File: config.mk
export PLATFORM = sky130hd
export DESIGN_NAME = l2_control
export DESIGN_NICKNAME = d
export VERILOG_FILES = /design/src/hdl/l2_pkg.sv /design/src/hdl/l2_control.sv
export VERILOG_INCLUDE_DIRS = /design/src /design/src/include
export SDC_FILE = /design/constraint.sdc
export NUM_CORES = 1
export LEC_CHECK = 0
export ABC_AREA = 1
export BUFFER_PORTS_ARGS = -buffer_cell sky130_fd_sc_hd__buf_2
export CAP_MARGIN = 25
export CORE_MARGIN = 5
export CORE_UTILIZATION = 33
export DETAILED_ROUTE_END_ITERATION = 10
export HOLD_SLACK_MARGIN = 0.12
export PLACE_DENSITY = 0.79
export SLEW_MARGIN = 25
export SYNTH_ARGS = -nofsm -noshare
export SYNTH_HDL_FRONTEND = slang
export SYNTH_SLANG_ARGS = --single-unit
File: constraint.sdc
create_clock -name clk -period 1.7 [get_ports clk]
set_input_delay 0.34 -clock clk [delete_from_list [all_inputs] [get_ports clk]]
set_output_delay 0.34 -clock clk [all_outputs]
set_load 0.05 [all_outputs]
File: src/include/l2_settings.svh
`ifndef L2_SETTINGS_SVH
`define L2_SETTINGS_SVH

// Byte address width on both ports
`define L2_ADDR_W 32

// One cache line, also the memory transfer size
`define L2_LINE_W 256
`define L2_MASK_W (`L2_LINE_W / 8)

// Address split into tag, index and byte offset
`define L2_OFFSET_W 5
`define L2_SET_W 3
`define L2_SETS (1 << `L2_SET_W)
`define L2_TAG_W (`L2_ADDR_W - `L2_SET_W - `L2_OFFSET_W)

// Tied to the 3-bit PLRU tree
`define L2_WAYS 4

// Memory model response delay in cycles
`define PMEM_DELAY 6

`endif

File: src/hdl/l2_pkg.sv
`default_nettype none

`include "l2_settings.svh"

package l2_pkg;

    // Source of the line written into a way
    typedef enum logic {
        dimux_cpu_wdata  = 1'b0,
        dimux_pmem_rdata = 1'b1
    } dimux_sel_t;

    // Way whose line goes to the CPU and to write back
    typedef enum logic [1:0] {
        domux_way0 = 2'd0,
        domux_way1 = 2'd1,
        domux_way2 = 2'd2,
        domux_way3 = 2'd3
    } domux_sel_t;

    // Memory address source; upper bit set means a stored tag
    typedef enum logic [2:0] {
        addrmux_cpu  = 3'b000,
        addrmux_tag0 = 3'b100,
        addrmux_tag1 = 3'b101,
        addrmux_tag2 = 3'b110,
        addrmux_tag3 = 3'b111
    } addrmux_sel_t;

    // Byte write enable source for one way
    typedef enum logic [1:0] {
        wemux_none = 2'd0,
        wemux_mask = 2'd1,
        wemux_all  = 2'd2
    } wemux_sel_t;

    typedef struct packed {
        logic [`L2_ADDR_W-1:0] addr;
        logic [`L2_LINE_W-1:0] wdata;
        logic [`L2_MASK_W-1:0] mbe;
    } l2_req_t;

    typedef struct packed {
        logic [`L2_ADDR_W-1:0] addr;
        logic [`L2_LINE_W-1:0] wdata;
    } pmem_req_t;

endpackage

`default_nettype wire

File: src/hdl/l2_control.sv
`timescale 1ns/1ps
`default_nettype none

`include "l2_settings.svh"

module l2_control (
    input  wire logic                      clk,
    input  wire logic                      rst,
    // From PLRU and datapath
    input  wire logic [2:0]                lru_i,
    input  wire logic [`L2_WAYS-1:0]       valid_i,
    input  wire logic [`L2_WAYS-1:0]       dirty_i,
    input  wire logic [`L2_WAYS-1:0]       hit_i,
    // To datapath
    output l2_pkg::dimux_sel_t             dimux_sel_o,
    output l2_pkg::domux_sel_t             domux_sel_o,
    output l2_pkg::addrmux_sel_t           addrmux_sel_o,
    output l2_pkg::wemux_sel_t [`L2_WAYS-1:0] wemux_sel_o,
    output logic [`L2_WAYS-1:0]            valid_load_o,
    output logic [`L2_WAYS-1:0]            dirty_load_o,
    output logic [`L2_WAYS-1:0]            tag_load_o,
    output logic [`L2_WAYS-1:0]            valid_o,
    output logic [`L2_WAYS-1:0]            dirty_o,
    // To PLRU
    output logic                           lru_load_o,
    output logic [1:0]                     lru_way_o,
    // CPU side
    input  wire logic                      mem_read_i,
    input  wire logic                      mem_write_i,
    output logic                           mem_resp_o,
    // Memory side
    input  wire logic                      pmem_resp_i,
    output logic                           pmem_read_o,
    output logic                           pmem_write_o
);

    typedef enum logic [1:0] {
        st_idle,
        st_hit_check,
        st_write_back,
        st_read_back
    } state_t;

    state_t     state;
    state_t     next_state;
    logic [1:0] hit_way;
    logic [1:0] victim_way;

    // One-hot hit to way number
    always_comb begin
        case (hit_i)
            4'b0010: hit_way = 2'd1;
            4'b0100: hit_way = 2'd2;
            4'b1000: hit_way = 2'd3;
            default: hit_way = 2'd0;
        endcase
    end

    // Walk the tree; bit 0 picks the pair, bit 1 or 2 the way in it
    always_comb begin
        if (lru_i[0]) begin
            victim_way = lru_i[1] ? 2'd0 : 2'd1;
        end else begin
            victim_way = lru_i[2] ? 2'd2 : 2'd3;
        end
    end

    assign lru_way_o = hit_way;

    always_comb begin
        dimux_sel_o   = l2_pkg::dimux_cpu_wdata;
        domux_sel_o   = l2_pkg::domux_way0;
        addrmux_sel_o = l2_pkg::addrmux_cpu;
        for (int w = 0; w < `L2_WAYS; w++) begin
            wemux_sel_o[w] = l2_pkg::wemux_none;
        end
        valid_load_o = '0;
        dirty_load_o = '0;
        tag_load_o   = '0;
        valid_o      = '0;
        dirty_o      = '0;
        lru_load_o   = 1'b0;
        mem_resp_o   = 1'b0;
        pmem_read_o  = 1'b0;
        pmem_write_o = 1'b0;

        case (state)
            st_hit_check: begin
                if (hit_i != '0) begin
                    mem_resp_o  = 1'b1;
                    lru_load_o  = 1'b1;
                    domux_sel_o = l2_pkg::domux_sel_t'(hit_way);
                    if (mem_write_i) begin
                        // Merge masked bytes and mark the line dirty
                        wemux_sel_o[hit_way]  = l2_pkg::wemux_mask;
                        dirty_load_o[hit_way] = 1'b1;
                        dirty_o[hit_way]      = 1'b1;
                    end
                end
            end
            st_write_back: begin
                pmem_write_o  = 1'b1;
                domux_sel_o   = l2_pkg::domux_sel_t'(victim_way);
                addrmux_sel_o = l2_pkg::addrmux_sel_t'({1'b1, victim_way});
            end
            st_read_back: begin
                pmem_read_o = 1'b1;
                if (pmem_resp_i) begin
                    // Fill the victim, valid and clean
                    dimux_sel_o              = l2_pkg::dimux_pmem_rdata;
                    wemux_sel_o[victim_way]  = l2_pkg::wemux_all;
                    valid_load_o[victim_way] = 1'b1;
                    dirty_load_o[victim_way] = 1'b1;
                    tag_load_o[victim_way]   = 1'b1;
                    valid_o[victim_way]      = 1'b1;
                end
            end
            default: begin
            end
        endcase
    end

    always_comb begin
        next_state = state;
        case (state)
            st_idle: begin
                if (mem_read_i || mem_write_i) begin
                    next_state = st_hit_check;
                end
            end
            st_hit_check: begin
                if (hit_i != '0) begin
                    next_state = st_idle;
                end else if (valid_i[victim_way] && dirty_i[victim_way]) begin
                    next_state = st_write_back;
                end else begin
                    next_state = st_read_back;
                end
            end
            st_write_back: begin
                if (pmem_resp_i) begin
                    next_state = st_read_back;
                end
            end
            st_read_back: begin
                if (pmem_resp_i) begin
                    next_state = st_idle;
                end
            end
            default: begin
                next_state = st_idle;
            end
        endcase
    end

    always_ff @(posedge clk) begin
        if (rst) begin
            state <= st_idle;
        end else begin
            state <= next_state;
        end
    end

    a_strobes_exclusive: assert property (@(posedge clk) disable iff (rst)
        !(pmem_read_o && pmem_write_o))
        else $error("pmem_read_o and pmem_write_o high together");

    a_resp_needs_req: assert property (@(posedge clk) disable iff (rst)
        mem_resp_o |-> (mem_read_i || mem_write_i))
        else $error("mem_resp_o without a request");

    a_hit_onehot: assert property (@(posedge clk) disable iff (rst)
        (state == st_hit_check) |-> $onehot0(hit_i))
        else $error("hit_i not one-hot in hit check: %h", hit_i);

endmodule

`default_nettype wire

After elaboration in Yosys (flattened, before gate mapping)
Index checks and enable logic that the tools add are counted.

storage, ports and cells
  register bits = 2
  logic and storage cells = 62
  input port bits = 20

operators by class
  mux-type cells = 41
  order comparisons = 4
  equal/unequal tests = 9
  reductions and logical operators = 7

operators by type and width
  kind                  number
  $mux W4               5
  $mux W2               8
  $pmux W8 S2           1
  $mux W7               2
  $mux W1               13
  $demux W2 S2          2
  $mux W8               1
  $pmux W2 S4           1
  $pmux W4 S2           1
  $lt A2 B3 Y1 const B  2
  $ne A2 B2 Y1 const B  3
  $pmux W2 S3           1
  $bmux W1 S2           2
  $demux W1 S2          2
  $eq A2 B2 Y1 const B  2
  $eq A4 B2 Y1 const B  1
  $eq A4 B3 Y1 const B  1
  $eq A4 B4 Y1 const B  1
  $ge A2 B1 Y1 const B  2
  $pmux W2 S2           1
  $reduce_bool A4 Y1    1
  $logic_and A1 B1 Y1   3
  $mux W3               1
  $reduce_and A3 Y1     1
  3 further kinds       3

Depth between registers and ports, before layout
  word-level depth = 9
  mapped depth = 10

Least setup slack after synthesis
OpenSTA, ideal clock, no wires.

  path type = register -> output
  from = register state[0]
  to = output port valid_load_o[3]
  data required time = 1360 ps
  cell stages (with the launch flop) = 7
  arrival = 2814 ps
  setup slack = -1454 ps
  cell sequence = dfxtp_1 -> ha_1 -> nand2_1 -> inv_1 -> nand2_1 -> nor2_1 -> buf_4

between the ends
  cells in the longest elaborated chain, start to end = 2

ends and longest elaborated chain
  item                      line               source
  start: declaration        l2_control.sv:44   state_t state;
  start signal: assignment  l2_control.sv:158  state <= st_idle;
  start signal: assignment  l2_control.sv:160  state <= next_state;
  $eq A2 B2 Y1              -
  $mux W4                   -
  end: declaration          l2_control.sv:19   output logic [`L2_WAYS-1:0] valid_load_o,

Every way passes these cells.

Worst setup path in the final report
  from = input port hit_i[2]
  to = output port dirty_load_o[1]

between the ends
  cells in the longest elaborated chain, start to end = 9
  elaborated cells between the ends (all ways) = 13

ends and longest elaborated chain
  item                                                                line              source
  start: declaration                                                  l2_control.sv:13  input wire logic [`L2_WAYS-1:0] hit_i,
  $eq A4 B4 Y1, or another cell as far along                          l2_control.sv:51  case (hit_i)
  $pmux W2 S3                                                         l2_control.sv:51
  $lt A2 B3 Y1 (not written as such) or $ge A2 B1 Y1 (tied branches)  l2_control.sv:96  dirty_load_o[hit_way] = 1'b1;
  $logic_and A1 B1 Y1 (not written as such)                           l2_control.sv:96
  $mux W1 (not written as such)                                       l2_control.sv:96
  $demux W1 S2                                                        l2_control.sv:96
  $mux W4                                                             l2_control.sv:93  if (mem_write_i) begin
  $mux W4 *                                                           l2_control.sv:89  if (hit_i != '0) begin
  $pmux W4 S2 *                                                       l2_control.sv:87  case (state)
  end: declaration                                                    l2_control.sv:20  output logic [`L2_WAYS-1:0] dirty_load_o,

Mark *: on every way between the ends. The rest lies on a longest branch, timed or not.

==> key figures <==
Run status
  • Status: finished with violations
  • Failing checks: setup timing

STA
  • Min Hold Slack: 0.299 ns
  • Fin crit period: about 1.7 ns
  • Final hold violation count: 0
  • Worst Tran Pin Value: between 0.2 and 0.3 ns
  • RSZ-0062 raised after global routing: true
  • Ratio of final minimum period to clock period: 1.00
  • Setup-failing EPs final: 1
  • Setup WS post-layout: -0.00150 ns
  • Clock skew: ~0.0017 ns
  • Max Slew Vio Count: 0
  • Slew headroom: 0.806
  • Fmax: around 600 MHz

Logic synthesis
  • Distinct cells, synth: 15
  • FF+latch count, synth: 2
  • Yosys Warn Count: 0
  • Syn nets: approximately 130
  • Mean post-synth cell area: between 5 and 6 um^2
  • Post-synthesis sequential area ratio: 0.0751
  • Mapped Cells: around 100
  • Cell Area, Synth: between 500 and 600 um^2

Detailed routing
  • Avg WL per Cell: roughly 13 um
  • Via count: approximately 860
  • DRC: 0
  • Routed Antenna Nets: 0
  • First drt pass iteration count: 5
  • Vias/cell: 4.70
  • Number of DRC markers in iteration 0: 5
  • Drt total wl: 2340 um

Clock network
  • CTS Buffer Depth: 2
  • CTS tree: built
  • Total clock buffers created by CTS: 3
  • Clock root cell: clkbuf_4
  • Clk sinks: 2
  • Skew-Pair Late Insertion Delay: roughly 0.22 ns
  • Hold buffers post-CTS: 0
  • # H-tree levels: 1
  • Clk slew on worst S/H paths: 0.03 ns

Critical path
  • Critical path class: in2out
  • Critical path endpoint category: primary output
  • Critical path required time: roughly 1.4 ns
  • CP Max Fanout: 3
  • Setup crit start kind: input port
  • Worst EP arrival: between 1 and 1.5 ns

Power
  • Power, Total: roughly 1.3 mW
  • VDD IR max: around 900 uV
  • Leakage: 0.664 nW
  • Power Density: between 1000 and 1500 nW/um^2

Floorplan
  • Rows: 14
  • Die span in x: 50.2 um
  • Die area: approximately 2500 um^2
  • Starting Density: 0.350
  • Top-level I/O count: 60
  • Core Footprint: 1520 um^2
  • Die Ht: 50.2 um

Final layout
  • Layout Area Growth over Synthesis: 135%
  • Final #Nets: between 150 and 200
  • # diodes: 0
  • Final instance area: around 1200 um^2
  • Finished Core Util: 0.820
  • Layout cells sized above 1: 0.747

Place
  • PortBufs: 59
  • Gpl congestion: between 0.7 and 0.8
  • Dpl cell area: around 1000 um^2
  • Pre-CTS WS: -0.0857 ns
  • Post-DP HPWL: between 1500 and 2000 um

Global routing
  • GRT Total Usage: 0.172
  • Antenna violations before repair: 0
  • First-pass GRT wire length: around 3500 um
  • Gr ovfl total: 0
  • Vias in the first global route: between 800 and 900
  • Largest net degree at the start of global routing: 11

Flow run
  • Maxcap violations: 0

Min path
  • Worst hold path type: in2reg
-- cell usage after synthesis, drive strengths merged --
| library cell | number | share of area |
|---|---|---|
| o21ai | 1 | 0.0094 |
| nand3b | 1 | 0.014 |
| a21oi | 4 | 0.045 |
| nor2 | 28 | 0.20 |
| buf | 11 | 0.15 |
| a211oi | 1 | 0.014 |
| inv | 13 | 0.092 |
| nand2 | 28 | 0.21 |
| nand3 | 3 | 0.028 |
| dfxtp | 2 | 0.075 |
| ha | 5 | 0.12 |
| o22ai | 4 | 0.047 |
-- final timing paths --
path,from,endpoint,slack (ns),depth (start not counted)
worst max-delay path,hit_i[2],dirty_load_o[1],-0.002,6
worst min-delay path,rst,state[0],0.30,2
worst max register to register,state[0],state[0],0.27,7
worst min register to register,register,register,0.66,3
-- timing repair --
item,CTS,global route
gates resized for setup,27,17
pin swaps,3,3
setup endpoints to repair,19,19
buffers inserted,4,1
-- report_power, final --
part | internal (mW) | switching, mW
logic | 0.359 | 0.705
clock network | 0.0775 | 0.0220
registers | 0.0778 | 0.0380
total | 0.515 | 0.765
-- critical path, stage by stage --
cell and delay, ns:
buf_2 0.11, nor2_1 0.18, nand3b_1 0.20, buf_4 0.20, o22ai_2 0.08, clkbuf_4 0.25
-- layout make-up --
type | count | area, um^2
Clock buffer | 3 | 22.5
Fill cell | 102 | 274
Inverter | 13 | 58.8
Multi-Input combinational cell | 75 | 618
Sequential cell | 2 | 47.5
Tap cell | 16 | 20.0
Timing Repair Buffer | 73 | 483
-- layer usage --
metal	vias up	part of all wire	track usage	wire [um]
met2	38	0.56	0.347	1320
li1	433	-	-	-
met4	0	0.0073	0.0393	17
met1	382	0.34	0.167	805
met3	2	0.087	0.0444	204
met5	-	0	0	0
-- layout by cell type, fill, tap and decap left out, types with 4 or more instances in the layout --
master / synthesis / final
nand2_1: 26 / 19
nand2_2: 2 / 4
buf_4: 11 / 19
buf_6: 0 / 8
inv_2: 1 / 4
clkbuf_4: 0 / 5
buf_2: 0 / 43
nand2_4: 0 / 4
inv_1: 12 / 6
ha_4: 0 / 4
nor2_1: 28 / 11
nor2_2: 0 / 9
nor2_4: 0 / 8
-- cell families after synthesis --
logic type	synth area share
DFF	0.0751
and+or+nand+nor	0.446
adders and majority gates	0.117
AOI/OAI and AO/OA	0.115
buffers and inverters	0.246
-- stage by stage --
step,setup TNS [ns],cells
CTS,-0.0259,181
detailed placement,-0.346,174
floorplan,-2.91,101
finish,-0.00150,182
global placement,-0.0262,174
global route,-0.535,182
Power figures use the tool's default switching activity.
