### src/include/l2_settings.svh
`ifndef L2_SETTINGS_SVH
`define L2_SETTINGS_SVH

// Byte address width on both ports
`define L2_ADDR_W 32

// One cache line, also the memory transfer size
`define L2_LINE_W 256
`define L2_MASK_W (`L2_LINE_W / 8)

// Address split into tag, index and byte offset
`define L2_OFFSET_W 5
`define L2_SET_W 3
`define L2_SETS (1 << `L2_SET_W)
`define L2_TAG_W (`L2_ADDR_W - `L2_SET_W - `L2_OFFSET_W)

// Tied to the 3-bit PLRU tree
`define L2_WAYS 4

// Memory model response delay in cycles
`define PMEM_DELAY 6

`endif

### src/hdl/l2_plru.sv
`timescale 1ns/1ps
`default_nettype none

`include "l2_settings.svh"

module l2_plru (
    input  wire logic                 clk,
    input  wire logic                 rst,
    input  wire logic [`L2_SET_W-1:0] index_i,
    input  wire logic                 load_i,
    input  wire logic [1:0]           way_i,
    output logic [2:0]                lru_o
);

    logic [`L2_SETS-1:0][2:0] lru_q;
    logic [2:0]               lru_next;

    assign lru_o = lru_q[index_i];

    // Point the tree away from the accessed way
    always_comb begin
        lru_next    = lru_o;
        lru_next[0] = way_i[1];
        if (way_i[1]) begin
            // Ways 2 and 3 live under bit 2
            lru_next[2] = way_i[0];
        end else begin
            lru_next[1] = way_i[0];
        end
    end

    always_ff @(posedge clk) begin
        if (rst) begin
            lru_q <= '0;
        end else if (load_i) begin
            lru_q[index_i] <= lru_next;
        end
    end

endmodule

`default_nettype wire

### config.mk
export PLATFORM = sky130hd
export DESIGN_NAME = l2_plru
export DESIGN_NICKNAME = d
export VERILOG_FILES = /design/src/hdl/l2_plru.sv
export VERILOG_INCLUDE_DIRS = /design/src /design/src/include
export SDC_FILE = /design/constraint.sdc
export NUM_CORES = 1
export LEC_CHECK = 0
export BUFFER_PORTS_ARGS = -buffer_cell sky130_fd_sc_hd__buf_2
export CAP_MARGIN = 20
export CORE_MARGIN = 5
export CORE_UTILIZATION = 44
export DETAILED_ROUTE_END_ITERATION = 8
export PLACE_DENSITY = 0.69
export SYNTH_ARGS = -nofsm -noshare
export SYNTH_HDL_FRONTEND = slang
export SYNTH_SLANG_ARGS = --single-unit
### constraint.sdc
create_clock -name clk -period 1.1 [get_ports clk]
set_input_delay 0.055 -clock clk [delete_from_list [all_inputs] [get_ports clk]]
set_output_delay 0.055 -clock clk [all_outputs]
set_load 0.02 [all_outputs]
# After elaboration in Yosys (flattened, before gate mapping)
# Index checks and enable logic that the tools add are counted.
totals:
  latchBits: 0
  mem_count: 0
  wordCells: 18
  reg_bits: 24
  ramBits: 0
  out_inout_bits: 3
  rom_bits: 0
  input_bits: 8
op_classes:
  bitwise: 0
  multipliers: 0
  eq_ne: 0
  n_reduce_logical: 1
  shifts: 0
  add_sub_neg: 0
  div: 0
  muxes: 7
  magnitude_cmp: 2
ops:
  columns: ["cell", "count"]
  rows:
  - ["24-bit bitwise mux", 1]
  - ["3-bit binary-select mux with 3-bit select", 1]
  - ["3-bit demux with 3-bit select", 1]
  - ["3-bit 2-to-1 mux", 2]
  - ["3-bit by 4-bit less-than comparator with 1-bit output, second input constant", 1]
  - ["3-bit by 1-bit >= comparator with 1-bit output, second input constant", 1]
  - ["1-bit 2-to-1 mux", 2]
  - ["1-bit logical AND", 1]

# Logic depth before layout (Yosys ltp)
# Gate-level depths: netlist (run 1).
logic_depth:
  word_depth: 5
  ltp_mapped: 6
  mapped_depth_nobuf: 4

# Worst setup path after synthesis (run 1)
# Ideal clock, no wire load.
synth_path:
  path_kind: "register to output"
  startpoint: "register lru_q[17] in the netlist's numbering"
  endpoint: "output port lru_o[2]"
  path_stages_with_launch: 5
  required_time_ns: 1.045
  arrival_ns: 1.040
  setup_slack_ns: 0.005
  path_buffers: 0
  path_cell_list: "dfxtp_1 mux2_2 o2bb2ai_2 a31oi_4 nand2_1"
synth_via:
  elab_chain_cells: 2
synth_lines:
  columns: ["item", "line_no", "source"]
  rows:
  - ["start, declared", "l2_plru.sv:15", "logic [`L2_SETS-1:0][2:0] lru_q;"]
  - ["start signal, assigned by index", "l2_plru.sv:36", "lru_q[index_i] <= lru_next;"]
  - ["3-bit binary-select mux with 3-bit select", "l2_plru.sv:18", "assign lru_o = lru_q[index_i];"]
  - ["3-bit 2-to-1 mux (implied by the code)", "l2_plru.sv:18", null]
  - ["end, declared", "l2_plru.sv:12", "output logic [2:0] lru_o"]
# No other way between the ends. The select of a mux whose other input is x is not followed.

# Worst setup path after layout (run 1)
layout_path:
  startpoint: "register lru_q[14] in the netlist's numbering"
  endpoint: "output port lru_o[2]"
# Same word-level chain as after synthesis.

==> results.toml, run 1 <==
[placed_design]
placed_cell_area_sq_um = 1560
gp_congestion = 0.836
port_buffers = 10
preCtsSetupSlack_ps = -144
dp_hpwl_um = 2470

[power]
total_switching_power_w = 0.000482
clockPowerShare_pct = 27.9
fin_total_pwr_w = 0.00173
p_leak_nw = 0.641
max-vdd-ir-drop_mv = 0.473
switching_share_pct = 27.9
p_comb_share_pct = 19.1
cellInternalPower_w = 0.00124
pwr_density_cell_nw_per_um2 = 1010
part_of_the_power_in_registers_pct = 53.0

[global_routing]
grt_use_total_pct = 17.6
vias_in_the_first_global_route = 1226
gr-total-overflow = 0
pin_count_of_the_biggest_net_entering_global_routing = 17
grt_first_pass_wirelength_um = 5980
grt_antenna_before_repair = 0

[die]
floorplan.initialDensity_pct = 46.3
die_height_um = 66.9
floorplan.die_area_sq_um = 4470
ioPinCount = 11
core.rowCount = 20
chipWidth_um = 66.9
placeableCoreArea_sq_um = 3080

[clock_network]
cts_root_buffer = "sky130_fd_sc_hd__clkbuf_4"
cts_buffers = 3
ctsLongestPathBuffers = 2
clock-sinks = 24
cts_htree_levels = 1
cts_tree = "built"
cts-hold-fix-buffers = 0
clock_latency_ps = 320
clk_transition_reported_paths_ps = 140

[layout]
layout.nets = 189
layout.cells.most_common_list = "sky130_fd_sc_hd__buf_4 (25), sky130_fd_sc_hd__mux2i_1 (16), sky130_fd_sc_hd__dfxtp_1 (15)"
final.fill_count = 281
top_regs = "lru_q: 24 flops"
areaGrowthSynthToFinish_pct = 20.2
largest_reg_flops = 24
final_cell_area_sq_um = 1710
registers.top_by_ff_count = "lru_q"
post_route_cells_drive_above_1_share_pct = 40.0
multi_input_comb_area_sq_um = 852
mostFrequentLayoutCell = "sky130_fd_sc_hd__buf_4"
count_of_inserted_antenna_diode_cells = 0
final_util_pct = 55.6
seqCellArea_sq_um = 492

[yosys]
synth.net_count = 164
synth.distinct_cells = 36
synth_top_cell_area_share_pct = 33.7
synth_cells = 156
syn-cell-area_sq_um = 1420
yosys.area.top_type = "sky130_fd_sc_hd__dfxtp_1"
synth_seq_area_share_pct = 33.7
synth-warning-count = 0
postSynthRegisterBits = 24
synth_area_per_cell_sq_um = 9.13
synth.area.top_cells = "sky130_fd_sc_hd__dfxtp_1 (34%), sky130_fd_sc_hd__mux2i_1 (11%), sky130_fd_sc_hd__a311oi_1 (4.3%)"

[critical_path]
regToRegEndpoint = "lru_q[14]"
reg2reg_from = "lru_q[14]"
reg2reg_slack_ps = -140
timing.critical_path.to_type = "output port"
setup.worst_path.start_class = "flop"
worstSetupStartpoint = "lru_q[14]"
worstPathMaxFanout = 2
arrival_ps = 1420
r2r_cells = 5
worst-setup-path-type = "reg2out"
worst_endpoint_required_time_ps = 1040
worst_setup_path_endpoint = "lru_o[2]"

[timing]
setup_violations_final = 15
timing.clock.skew_ps = 0.361
relSlewSlack_pct = 61.4
clock.fmax_ghz = 0.676
timing_worst_slew_pin_value_ps = 577
final_critical_path_setup_slack_ps = -379
timing.final.crit_share_pct = 134
report.final.hold_viol_count = 0
layout_min_cycle_time_ps = 1480
grt_setup_unrepaired = "true"
timing.final.max_slew_violations = 0

[detailed_routing]
detail_route.wirelength_um = 3610
num_vias = 1273
dr.pass1.iters = 4
vias_per_cell = 5.68
dr.first_iter.drc_count = 114
post-route-drc-count = 0
route.detailed.wl_per_inst_um = 16.1
ant_nets = 0

[status]
run_status = "finished with violations"
violations_in_the_final_reports = "negative setup slack"

[job]
maxCapViolations = 0

[hold_path]
hp-class = "in2reg"
-- synthesized netlist by cell type (all sizes together) --
| library cell | count |
|---|---|
| a211oi | 1 |
| nand3 | 1 |
| o21ai | 16 |
| buf | 9 |
| nor2 | 12 |
| and4bb | 3 |
| o221ai | 1 |
| inv | 7 |
| a311oi | 7 |
| clkbuf | 6 |
| dfxtp | 24 |
| a31oi | 9 |
| nor4b | 1 |
| a221o | 1 |
| nand2 | 15 |
| nand3b | 1 |
| nand4 | 1 |
| nand4b | 2 |
| and4b | 3 |
| nor2b | 7 |
| nand2b | 2 |
| a21oi | 6 |
| mux2 | 3 |
| o2bb2ai | 2 |
| mux2i | 16 |
-- per-layer routing --
metal	track usage [%]	share of wire, %	vias to the layer above
met1	23.2	45	623
met4	6.08	1.1	0
met3	2.02	4.6	4
met2	29.3	49	28
li1	-	-	618
met5	0	0	-
-- worst min path at each step --
stage / startpoint / end / slack [ps] / depth (start not counted)
floorplan: rst / lru_q[20] / 280 / 3
global placement: way_i[1] / lru_q[0] / 390 / 3
detailed placement: way_i[1] / lru_q[0] / 390 / 3
CTS: way_i[1] / lru_q[0] / 50 / 3
global route: way_i[1] / lru_q[0] / 80 / 3
finish: way_i[1] / lru_q[0] / 60 / 3
-- critical path, stage by stage (launching register included) --
cell and delay, ps:
sky130_fd_sc_hd__dfxtp_2 340, sky130_fd_sc_hd__mux2_2 270, sky130_fd_sc_hd__o2bb2ai_2 130, sky130_fd_sc_hd__a31oi_4 160, sky130_fd_sc_hd__nand2_2 70, sky130_fd_sc_hd__buf_6 130
-- final cells by class --
class                           count  area share [%]
Clock buffer                        4            2.12
Inverter                            7            1.54
Multi-Input combinational cell    110            49.8
Sequential cell                    24            28.7
Tap cell                           44            3.22
Timing Repair Buffer               35            14.6
-- cell families (layout without fill, tap and decap cells) --
group | after synthesis | in the layout | synth area share [%]
AND/OR/NAND/NOR | 48 | 48 | 20.8
AO/OA/AOI/OAI | 43 | 43 | 21.6
flip-flops | 24 | 24 | 33.7
buffers and inverters | 22 | 46 | 10.2
multiplexers | 19 | 19 | 13.6
-- power by group through the flow --
stage          registers [W]  clock network, W  logic [W]
2_1_floorplan       0.000927                 0   0.000210
3_3_place_gp        0.000931                 0   0.000281
3_5_place_dp        0.000932                 0   0.000290
4_1_cts             0.000914          0.000495   0.000318
5_1_grt             0.000918          0.000535   0.000354
6_report            0.000915          0.000483   0.000329
-- repair_timing --
action,in CTS,in global routing
resized for setup,19,5
setup endpoints to repair,10,17
pin swaps,9,4
endpoints found under the hold margin,0,0
setup buffers,3,3
-- through the flow --
step | setup TNS (ps) | instances | hold slack [ps]
floorplan | 0 | 156 | 285
global placement | -1120 | 215 | 390
global route | -2580 | 224 | 76.7
CTS | -1700 | 222 | 47.0
finish | -1710 | 224 | 61.7
detailed placement | -1720 | 215 | 395
No activity file was read; power rests on OpenSTA's default activity.
==> inputs of run 2 (changes only) <==
--- a/config.mk
+++ b/config.mk
@@ -10,6 +10,7 @@
 export CAP_MARGIN = 20
 export CORE_MARGIN = 5
 export CORE_UTILIZATION = 44
+export CTS_CLUSTER_SIZE = 24
 export DETAILED_ROUTE_END_ITERATION = 8
 export PLACE_DENSITY = 0.69
 export SYNTH_ARGS = -nofsm -noshare
==> constraint.sdc (replaced) <==
create_clock -name clk -period 1.18 [get_ports clk]
set_input_delay 0.059 -clock clk [delete_from_list [all_inputs] [get_ports clk]]
set_output_delay 0.059 -clock clk [all_outputs]
set_load 0.02 [all_outputs]
==> run 2 against run 1 <==
Compared with the run above: the run still ends with negative setup slack left; design area decreased by 0.73%; sequential cell count unchanged; clock power decreased by 6.0%; count of clock-buffer cells in the layout unchanged; non-clock buffer count decreased by 4; global-route usage about the same; largest power group unchanged.
==> results.toml, run 2 (synthesized netlist as in run 1, its figures left out) <==
[global_routing]
grt_first_pass_wirelength_um = 5940
pin_count_of_the_biggest_net_entering_global_routing = 17
gr-total-overflow = 0
grt_use_total_pct = 17.5
vias_in_the_first_global_route = 1264
grt_antenna_before_repair = 0

[layout]
layout.cells.most_common_list = "sky130_fd_sc_hd__buf_4 (20), sky130_fd_sc_hd__mux2i_1 (16), sky130_fd_sc_hd__nand2_1 (14), sky130_fd_sc_hd__dfxtp_1 (14), sky130_fd_sc_hd__nor2_1 (11)"
final.fill_count = 273
mostFrequentLayoutCell = "sky130_fd_sc_hd__buf_4"
final_cell_area_sq_um = 1700
layout.nets = 185
count_of_inserted_antenna_diode_cells = 0
seqCellArea_sq_um = 493
top_regs = "lru_q: 24 flops"
areaGrowthSynthToFinish_pct = 19.3
largest_reg_flops = 24
registers.top_by_ff_count = "lru_q"
post_route_cells_drive_above_1_share_pct = 38.6
multi_input_comb_area_sq_um = 858

[power]
fin_total_pwr_w = 0.00161
p_leak_nw = 0.626
pwr_density_cell_nw_per_um2 = 950
max-vdd-ir-drop_mv = 0.496

[die]
floorplan.die_area_sq_um = 4470
ioPinCount = 11
chipWidth_um = 66.9
floorplan.initialDensity_pct = 46.3
placeableCoreArea_sq_um = 3080
die_height_um = 66.9
core.rowCount = 20

[placed_design]
placed_cell_area_sq_um = 1540
dp_hpwl_um = 2470
port_buffers = 10
gp_congestion = 0.842
preCtsSetupSlack_ps = -61.1

[timing]
final_critical_path_setup_slack_ps = -318
timing.final.max_slew_violations = 0
timing_worst_slew_pin_value_ps = 549
relSlewSlack_pct = 63.3
setup_violations_final = 8
grt_setup_unrepaired = "true"
fin_setup_tns_ps = -1430
report.final.hold_viol_count = 0
whs_ps = 99.5
timing.final.crit_share_pct = 127
layout_min_cycle_time_ps = 1500
clock.fmax_ghz = 0.667
timing.clock.skew_ps = 0.801

[clock_network]
cts_htree_levels = 1
clock-sinks = 24
cts_tree = "built"
ctsLongestPathBuffers = 2
cts_root_buffer = "sky130_fd_sc_hd__clkbuf_4"
clk_transition_reported_paths_ps = 140
clock_latency_ps = 320
cts-hold-fix-buffers = 0
cts_buffers = 3

[detailed_routing]
dr.pass1.iters = 4
ant_nets = 0
num_vias = 1256
route.detailed.wl_per_inst_um = 16.0
dr.first_iter.drc_count = 120
vias_per_cell = 5.71
post-route-drc-count = 0
detail_route.wirelength_um = 3520

[critical_path]
worst_endpoint_required_time_ps = 1120
r2r_cells = 6
timing.critical_path.to_type = "output port"
setup.worst_path.start_class = "flop"
worst_setup_path_endpoint = "lru_o[2]"
reg2reg_slack_ps = -150
arrival_ps = 1440
reg2reg_from = "lru_q[14]"
worstPathMaxFanout = 2
worst-setup-path-type = "reg2out"
regToRegEndpoint = "lru_q[20]"
worstSetupStartpoint = "lru_q[14]"

[status]
run_status = "finished with violations"
violations_in_the_final_reports = "negative setup slack"

[hold_path]
hp-class = "in2reg"

[job]
maxCapViolations = 0
run 2: what timing repair did:
| item | CTS | global route |
|---|---|---|
| setup buffers | 3 | 3 |
| endpoints found under the setup margin | 3 | 14 |
| pin swaps | 5 | 7 |
| resized for setup | 12 | 15 |
| endpoints found under the hold margin | 0 | 0 |
run 2: worst max-delay path, stage by stage, from the launching register on:
cell and delay (ps):
sky130_fd_sc_hd__dfxtp_2 350, sky130_fd_sc_hd__mux2_4 280, sky130_fd_sc_hd__o2bb2ai_4 130, sky130_fd_sc_hd__a31oi_4 160, sky130_fd_sc_hd__nand2_2 70, sky130_fd_sc_hd__buf_6 130
run 2: cell type report:
class	count	share of cell area (%)
clock buffers	4	2.14
inverters	7	1.55
multi-input cells	110	50.5
flip-flops and latches	24	29.0
well taps	44	3.24
repair buffers	31	13.5
run 2: worst min-delay path by stage:
stage | startpoint | to | slack, ps | cells after the start
after floorplan | rst | lru_q[20] | 290 | 3
after global placement | way_i[1] | lru_q[12] | 420 | 3
after detailed placement | way_i[1] | lru_q[12] | 420 | 3
after CTS | way_i[1] | lru_q[12] | 70 | 3
after global routing | way_i[1] | lru_q[23] | 100 | 3
final | way_i[1] | lru_q[23] | 100 | 3
run 2: metal layers:
layer,track usage [%],vias up,wire length [um]
met4,8.86,0,105
met1,23.7,605,1670
met3,2.19,11,124
met2,27.1,31,1620
li1,-,609,-
met5,0,-,0
run 2: report_power, final:
group          switching (W)  internal, W
Clock               0.000265     0.000189
Combinational       0.000174     0.000133
Sequential         0.0000146     0.000839
run 2: stage by stage:
stage          utilization, %  cells
2_1_floorplan               -    156
3_3_place_gp             50.0    212
3_5_place_dp             50.0    212
4_1_cts                  52.8    219
5_1_grt                  55.2    220
6_report                 55.2    220
